--- config.mk ---
export PLATFORM = sky130hd
export DESIGN_NAME = configTop
export DESIGN_NICKNAME = d
export VERILOG_FILES = /design/src/source/configPkg.sv /design/src/source/configParser.sv /design/src/source/configRegisterFile.sv /design/src/source/wordDeserializer.sv /design/src/source/configMapper.sv /design/src/source/configTop.sv
export VERILOG_INCLUDE_DIRS = /design/src /design/src/source
export SDC_FILE = /design/constraint.sdc
export NUM_CORES = 1
export LEC_CHECK = 0
export BUFFER_PORTS_ARGS = -buffer_cell sky130_fd_sc_hd__buf_2
export CAP_MARGIN = 20
export CORE_AREA = 2 2 201 203
export DETAILED_ROUTE_END_ITERATION = 7
export DIE_AREA = 0 0 203 205
export HOLD_SLACK_MARGIN = 0.03
export PLACE_DENSITY = 0.84
export SYNTH_ARGS = -nofsm -noshare
export SYNTH_HDL_FRONTEND = slang
export SYNTH_SLANG_ARGS = --single-unit
--- constraint.sdc ---
create_clock -name clk -period 5 [get_ports clk]
set_input_delay 0.5 -clock clk [delete_from_list [all_inputs] [get_ports clk]]
set_output_delay 0.5 -clock clk [all_outputs]
set_load 0.1 [all_outputs]
--- src/source/config_consts.svh ---
`ifndef CONFIG_CONSTS_SVH
`define CONFIG_CONSTS_SVH

// host word and register file geometry
`define CONF_W 16
`define REG_N 32
`define REG_ADDR_W 5
`define HOST_W 24

// configuration field widths
`define SF_FILTS_W 10
`define SF_STATE_W 27
`define SG_GENS_W 8
`define SG_PERIOD_W 16
`define SG_TAG_W 11
`define TM_TIME_W 48
`define TM_UNIT_W 16
`define SG_EN_W 256

// program entry is gens + two periods + tag
`define SG_ENTRY_W 51
`define SG_CHUNKS 4

// number of registers spanned by multi-register fields
`define SF_STATE_CHUNKS 2
`define SG_EN_CHUNKS 16
`define TM_TIME_CHUNKS 3

// register indices
`define SF_FILTS_IDX 0
`define SF_INC_IDX 1
`define SF_DECAY_IDX 3
`define SG_GENS_IDX 5
`define SG_EN_IDX 6
`define TM_UNIT_IDX 22
`define TM_ELAPSED_IDX 23
`define TM_HB_IDX 26
`define TM_RESET_IDX 29
`define TS_TAGS_IDX 30

// non-zero reset values
`define SF_INC_RST 1
`define TM_UNIT_RST 5000
`define TM_HB_RST 10
`define TS_TAGS_RST 1

`endif

--- src/source/configPkg.sv ---
`default_nettype none

`include "config_consts.svh"

package configPkg;

  ////////////////////////////////////////////////////////////
  // host side words

  // kind bit set: register write
  typedef struct packed {
    logic                   kind;
    logic [1:0]             rsvd;
    logic [`REG_ADDR_W-1:0] addr;
    logic [`CONF_W-1:0]     data;
  } hostRegWrite_t;

  // kind bit clear: one 16-bit chunk for the program stream
  typedef struct packed {
    logic               kind;
    logic [6:0]         rsvd;
    logic [`CONF_W-1:0] data;
  } hostChunk_t;

  typedef union packed {
    hostRegWrite_t regWrite;
    hostChunk_t    chunk;
  } hostWord_t;

  typedef struct packed {
    logic                   strobe;
    logic [`REG_ADDR_W-1:0] addr;
    logic [`CONF_W-1:0]     data;
  } regWrite_t;

  typedef logic [`REG_N-1:0][`CONF_W-1:0] regArray_t;

  ////////////////////////////////////////////////////////////
  // configuration views of the register file

  typedef struct packed {
    logic [`SF_FILTS_W-1:0] filtsUsed;
    logic [`SF_STATE_W-1:0] incrementConstant;
    logic [`SF_STATE_W-1:0] decayConstant;
  } spikeFilterConf_t;

  typedef struct packed {
    logic [`SG_GENS_W-1:0] gensUsed;
    logic [`SG_EN_W-1:0]   gensEn;
  } spikeGenConf_t;

  typedef struct packed {
    logic [`TM_UNIT_W-1:0] unitLen;
    logic [`TM_TIME_W-1:0] timeElapsed;
    logic [`TM_TIME_W-1:0] sendHbEvery;
    logic                  resetTime;
  } timeMgrConf_t;

  typedef struct packed {
    logic reportTags;
  } tagSplitConf_t;

  // generator program memory entry, msb first
  typedef struct packed {
    logic [`SG_GENS_W-1:0]   genIdx;
    logic [`SG_PERIOD_W-1:0] period;
    logic [`SG_PERIOD_W-1:0] ticks;
    logic [`SG_TAG_W-1:0]    tag;
  } sgProgramEntry_t;

endpackage

`default_nettype wire

--- src/source/configParser.sv ---
`timescale 1ns/1ps
`default_nettype none

`include "config_consts.svh"

module configParser (
  input  wire logic                clk,
  input  wire logic                reset,
  input  wire logic                hostValid,
  input  wire configPkg::hostWord_t hostWord,
  input  wire logic                chunkReady,
  output logic                     hostReady,
  output configPkg::regWrite_t     regWrite,
  output logic                     chunkValid,
  output logic [`CONF_W-1:0]       chunkData
);

  logic                   accept;
  logic                   writeStrobe;
  logic [`REG_ADDR_W-1:0] writeAddr;
  logic [`CONF_W-1:0]     writeData;

  // stall everything while the chunk stage is stuck, keeps host order
  assign hostReady = !chunkValid || chunkReady;
  assign accept    = hostValid && hostReady;

  always_ff @(posedge clk) begin
    if (reset) begin
      writeStrobe <= 1'b0;
      chunkValid  <= 1'b0;
    end else begin
      writeStrobe <= accept && hostWord.regWrite.kind;
      if (accept && !hostWord.chunk.kind) begin
        chunkValid <= 1'b1;
      end else if (chunkReady) begin
        chunkValid <= 1'b0;
      end
    end
  end

  // payload registers
  always_ff @(posedge clk) begin
    if (accept && hostWord.regWrite.kind) begin
      writeAddr <= hostWord.regWrite.addr;
      writeData <= hostWord.regWrite.data;
    end
    if (accept && !hostWord.chunk.kind) begin
      chunkData <= hostWord.chunk.data;
    end
  end

  assign regWrite = '{strobe: writeStrobe, addr: writeAddr, data: writeData};

  // a stalled chunk must not change under the deserializer
  chunkHeld: assert property (@(posedge clk) disable iff (reset)
    chunkValid && !chunkReady |=> chunkValid && $stable(chunkData));

endmodule

`default_nettype wire

--- src/source/configRegisterFile.sv ---
`timescale 1ns/1ps
`default_nettype none

module configRegisterFile (
  input  wire logic                 clk,
  input  wire logic                 reset,
  input  wire configPkg::regWrite_t regWrite,
  input  wire configPkg::regArray_t resetValues,
  output configPkg::regArray_t      regs
);

  ////////////////////////////////////////////////////////////
  // storage

  // reset values come from the mapper's table
  always_ff @(posedge clk) begin
    if (reset) begin
      regs <= resetValues;
    end else if (regWrite.strobe) begin
      regs[regWrite.addr] <= regWrite.data;
    end
  end

  ////////////////////////////////////////////////////////////
  // checks

  // parser must come out of reset with its strobe cleared
  noWriteInReset: assert property (@(posedge clk)
    reset |=> !regWrite.strobe);

endmodule

`default_nettype wire

--- src/source/wordDeserializer.sv ---
`timescale 1ns/1ps
`default_nettype none

`include "config_consts.svh"

module wordDeserializer (
  input  wire logic                  clk,
  input  wire logic                  reset,
  input  wire logic                  chunkValid,
  input  wire logic [`CONF_W-1:0]    chunkData,
  input  wire logic                  entryReady,
  output logic                       chunkReady,
  output logic                       entryValid,
  output configPkg::sgProgramEntry_t entry
);

  logic [1:0]                         chunkCount;
  logic [`CONF_W*`SG_CHUNKS-1:0]      shiftBuf;
  logic                               chunkTaken;

  // one entry at a time, no assembly while an entry waits
  assign chunkReady = !entryValid;
  assign chunkTaken = chunkValid && chunkReady;

  ////////////////////////////////////////////////////////////
  // control

  always_ff @(posedge clk) begin
    if (reset) begin
      chunkCount <= '0;
      entryValid <= 1'b0;
    end else begin
      if (chunkTaken) begin
        chunkCount <= chunkCount + 2'd1;
        if (chunkCount == 2'(`SG_CHUNKS - 1)) begin
          entryValid <= 1'b1;
        end
      end else if (entryValid && entryReady) begin
        entryValid <= 1'b0;
      end
    end
  end

  ////////////////////////////////////////////////////////////
  // data path

  // new chunks enter at the top and move down, so chunk one lands in 15:0
  always_ff @(posedge clk) begin
    if (chunkTaken) begin
      shiftBuf <= {chunkData, shiftBuf[`CONF_W*`SG_CHUNKS-1:`CONF_W]};
    end
  end

  // upper bits of the last chunk fall off here
  assign entry = configPkg::sgProgramEntry_t'(shiftBuf[`SG_ENTRY_W-1:0]);

  entryHeld: assert property (@(posedge clk) disable iff (reset)
    entryValid && !entryReady |=> entryValid && $stable(entry));

endmodule

`default_nettype wire

--- src/source/configMapper.sv ---
`timescale 1ns/1ps
`default_nettype none

`include "config_consts.svh"

module configMapper (
  input  wire logic                  clk,
  input  wire logic                  reset,
  input  wire configPkg::regArray_t  regs,
  input  wire logic                  chunkValid,
  input  wire logic [`CONF_W-1:0]    chunkData,
  input  wire logic                  sgProgramReady,
  output configPkg::regArray_t       resetValues,
  output configPkg::spikeFilterConf_t sfConf,
  output configPkg::spikeGenConf_t   sgConf,
  output configPkg::timeMgrConf_t    tmConf,
  output configPkg::tagSplitConf_t   tsConf,
  output logic                       chunkReady,
  output logic                       sgProgramValid,
  output configPkg::sgProgramEntry_t sgProgram
);

  logic [`SF_STATE_CHUNKS*`CONF_W-1:0] incWide;
  logic [`SF_STATE_CHUNKS*`CONF_W-1:0] decayWide;

  ////////////////////////////////////////////////////////////
  // register slicing

  // lower index holds the low half
  assign incWide   = regs[`SF_INC_IDX +: `SF_STATE_CHUNKS];
  assign decayWide = regs[`SF_DECAY_IDX +: `SF_STATE_CHUNKS];

  assign sfConf.filtsUsed         = regs[`SF_FILTS_IDX][`SF_FILTS_W-1:0];
  assign sfConf.incrementConstant = incWide[`SF_STATE_W-1:0];
  assign sfConf.decayConstant     = decayWide[`SF_STATE_W-1:0];

  assign sgConf.gensUsed = regs[`SG_GENS_IDX][`SG_GENS_W-1:0];
  assign sgConf.gensEn   = regs[`SG_EN_IDX +: `SG_EN_CHUNKS];

  assign tmConf.unitLen     = regs[`TM_UNIT_IDX];
  assign tmConf.timeElapsed = regs[`TM_ELAPSED_IDX +: `TM_TIME_CHUNKS];
  assign tmConf.sendHbEvery = regs[`TM_HB_IDX +: `TM_TIME_CHUNKS];
  assign tmConf.resetTime   = regs[`TM_RESET_IDX][0];

  // register 31 is spare and maps to nothing
  assign tsConf.reportTags = regs[`TS_TAGS_IDX][0];

  ////////////////////////////////////////////////////////////
  // reset table

  always_comb begin
    resetValues = '0;
    // filters start in decay mode with unit increment
    resetValues[`SF_INC_IDX] = `CONF_W'(`SF_INC_RST);
    // 25 us time unit at 200 MHz
    resetValues[`TM_UNIT_IDX] = `CONF_W'(`TM_UNIT_RST);
    // heartbeat every 10 time units
    resetValues[`TM_HB_IDX] = `CONF_W'(`TM_HB_RST);
    resetValues[`TS_TAGS_IDX] = `CONF_W'(`TS_TAGS_RST);
  end

  ////////////////////////////////////////////////////////////
  // program stream

  wordDeserializer sgDeserializer (
    .clk        (clk),
    .reset      (reset),
    .chunkValid (chunkValid),
    .chunkData  (chunkData),
    .entryReady (sgProgramReady),
    .chunkReady (chunkReady),
    .entryValid (sgProgramValid),
    .entry      (sgProgram)
  );

endmodule

`default_nettype wire

--- src/source/configTop.sv ---
`timescale 1ns/1ps
`default_nettype none

`include "config_consts.svh"

module configTop (
  input  wire logic                   clk,
  input  wire logic                   reset,
  input  wire logic                   hostValid,
  input  wire configPkg::hostWord_t   hostWord,
  input  wire logic                   sgProgramReady,
  output logic                        hostReady,
  output configPkg::spikeFilterConf_t sfConf,
  output configPkg::spikeGenConf_t    sgConf,
  output configPkg::timeMgrConf_t     tmConf,
  output configPkg::tagSplitConf_t    tsConf,
  output logic                        sgProgramValid,
  output configPkg::sgProgramEntry_t  sgProgram
);

  configPkg::regWrite_t regWrite;
  configPkg::regArray_t regs;
  configPkg::regArray_t resetValues;
  logic                 chunkValid;
  logic [`CONF_W-1:0]   chunkData;
  logic                 chunkReady;

  // host words split into register writes and stream chunks
  configParser parser (
    .clk        (clk),
    .reset      (reset),
    .hostValid  (hostValid),
    .hostWord   (hostWord),
    .chunkReady (chunkReady),
    .hostReady  (hostReady),
    .regWrite   (regWrite),
    .chunkValid (chunkValid),
    .chunkData  (chunkData)
  );

  configRegisterFile registerFile (
    .clk         (clk),
    .reset       (reset),
    .regWrite    (regWrite),
    .resetValues (resetValues),
    .regs        (regs)
  );

  configMapper mapper (
    .clk            (clk),
    .reset          (reset),
    .regs           (regs),
    .chunkValid     (chunkValid),
    .chunkData      (chunkData),
    .sgProgramReady (sgProgramReady),
    .resetValues    (resetValues),
    .sfConf         (sfConf),
    .sgConf         (sgConf),
    .tmConf         (tmConf),
    .tsConf         (tsConf),
    .chunkReady     (chunkReady),
    .sgProgramValid (sgProgramValid),
    .sgProgram      (sgProgram)
  );

endmodule

`default_nettype wire

==> impl_metrics.toml <==
[global_routing]
track_usage_pct = 26.9
antenna_found_initial = 6
grt_pass1_vias = 14100
grt_max_degree = 199
grt_pass1_wl_um = 85200
overflow = 0

[clocking]
clk_latency_ps = 590
numCtsBuffers = 54
cts_root_buffer = "clkbuf_16"
clk_transition_reported_paths_ps = 60
cts_buffer_depth = 3
cts.sinks = 548
post_cts_buffers = 0
cts_tree = "built"
ctsHtreeMaxLevel = 2
post_cts_resized = 0
hold_buffers = 0

[place]
dpl.hpwl_um = 36600
place.gp.congestion = 0.806
port_buffers = 520
placed_area_sq_um = 23100

[timing]
period_share_pct = 44.3
max_slew_margin_pct = 25.1
worst_slew_pin_slew_ps = 1120
finalHoldViolCount = 0
rsz0062_at_grt = "no"
min_period_ps = 2210
setup_viol = 0
finalSetupTns_ps = 0
finClkSkew_ps = 14.0
fmax_mhz = 452
slew_viol_final = 0

[floorplanning]
die-area_sq_um = 41600
io_pins = 523
core_area_sq_um = 39400
die_y_um = 205
placementRows = 73
die_x_um = 203
start_util_pct = 52.6

[routing]
dr.pass1.iters = 5
antenna_left = 0
wl_per_cell_um = 21.6
vias_per_cell = 5.20
vias = 13900
drtIter0Drc = 794
routed_wl_um = 57800
drc = 0

[power_and_ir_drop]
cellInternalPower_mw = 7.16
vdd_drop_max_mv = 0.267
p_seq_share_pct = 49.5
switching_share_pct = 22.1
p_per_area_nw_per_um2 = 368
combPwrFrac_pct = 4.3
p_leak_nw = 13.2
power.total_mw = 9.20
p_sw_mw = 2.03
clkPwrFrac_pct = 46.3

[yosys]
synth-main-ff-cell = "dfxtp_1"
yosys_register_bits = 548
async_flop_share_pct = 0
postSynthCellCount = 1696
yosysWarnings = 0
synth_nets = 1725
avgSynthCellArea_sq_um = 12.2
seq_area_frac_synth_pct = 57.8
synth_edf_count = 101
synth.distinct_cells = 28
syn_area_sq_um = 20700

[finish]
layout_commonest_cell = "buf_2"
final_cell_mix = "519 x buf_2, 447 x dfxtp_1, 438 x mux2i_1"
drive_gt1_share_pct = 30.9
final_cell_area_sq_um = 25000
final_core_util_pct = 63.4
area_growth_pct = 20.5
n_fill_cell = 2992
layout.nets = 2123

[worst_setup_path]
cp.required_ps = 5420
cp-start-kind = "flop"
end_kind = "flop"
arrival_ps = 2630
crit_type = "flop to flop"
critPathMaxFanout = 12

[status]
outcome = "completed"

[job]
maxCapViolCount = 0

[min_path]
min_path_type = "input pin to flop"
## sequential cells by signal (all words and copies together) (netlist names)
register,flops
parser.writeAddr,5
parser.writeStrobe,1
parser.chunkData,16
parser.writeData,16
mapper.sgDeserializer.shiftBuf,64
mapper.sgDeserializer.chunkCount,2
registerFile.regs,442
mapper.sgDeserializer.entryValid,1
parser.chunkValid,1
## synthesized netlist by cell type, drive strengths merged, types with 3 or more instances
cell type	n	area share, %
nor2	11	0.21
dfxtp	447	43
and2	4	0.12
mux2i	438	21
nor2b	5	0.15
nand2b	450	14
a21boi	4	0.14
nand2	31	0.85
and4b	3	0.14
a21oi	3	0.072
buf	105	3.5
a211o	4	0.17
edfxtp	101	15
and4bb	3	0.18
clkbuf	80	1.5
## final cells by class
cell class / instances / area [sq um] / share of cell area, %
timing repair buffer: 527 / 2680 / 10.7
tap: 525 / 657 / 2.63
clock buffer: 80 / 1640 / 6.59
clock inverter: 21 / 240 / 0.962
multi-input combinational: 963 / 7750 / 31.0
antenna: 6 / 15.0 / 0.0602
sequential: 548 / 12000 / 48.0
## metal layers
layer	global-route usage (%)	up-vias	share of wire, %
met5	0	-	0
met4	11.5	0	3.5
met3	7.30	113	8.3
met2	44.1	573	47
met1	33.5	6816	41
li1	-	6390	-
## per-stage QoR
stage / instances / setup slack, ps / hold WS, ps
finish: 2670 / 2790 / 87.3
detailed placement: 2563 / 2340 / 405
global route: 2670 / 2630 / 56.1
CTS: 2664 / 2710 / 44.4
global placement: 2563 / 2370 / 400
floorplan: 1696 / 648 / 400
## power groups by stage
stage	logic, mW	registers (mW)	clock network, mW
floorplan	0.250	4.69	0
global placement	0.388	4.64	0
detailed placement	0.392	4.65	0
CTS	0.393	4.55	4.30
global route	0.406	4.55	4.48
finish	0.394	4.55	4.26
## worst paths after layout
| kind | startpoint | cells after the start | to | slack (ps) |
|---|---|---|---|---|
| setup / recovery | parser.writeAddr[3]$_DFFE_PP_ | 3 | registerFile.regs[357]$_SDFFE_PP0P_ | 2790 |
| setup reg to reg | parser.writeAddr[3]$_DFFE_PP_ | 3 | registerFile.regs[357]$_SDFFE_PP0P_ | 2790 |
| hold / removal | hostWord[16] | 1 | parser.writeAddr[0]$_DFFE_PP_ | 90 |
| hold reg to reg | parser.chunkData[6]$_DFFE_PP_ | 0 | mapper.sgDeserializer.shiftBuf[54]$_DFFE_PP_ | 420 |
## cell families (layout without fill, tap and decap cells)
kind of cell / Yosys count / in the layout / synth area share (%)
AND/OR/NAND/NOR: 510 / 510 / 15.4
multiplexers: 438 / 438 / 21.2
AO/OA/AOI/OAI: 13 / 13 / 0.453
other: 0 / 6 / 0
flip-flops: 548 / 548 / 57.8
buffers and inverters: 185 / 628 / 5.00
adder cells (fa/ha/maj): 1 / 1 / 0.0604
XOR/XNOR: 1 / 1 / 0.0423
## critical path, cell delays in order, from the launching register on
cell	delay, ps
edfxtp_1	530
and4b_1	630
nand2_1	610
mux2i_1	260
Note: power is estimated with default switching activity, not from simulation.
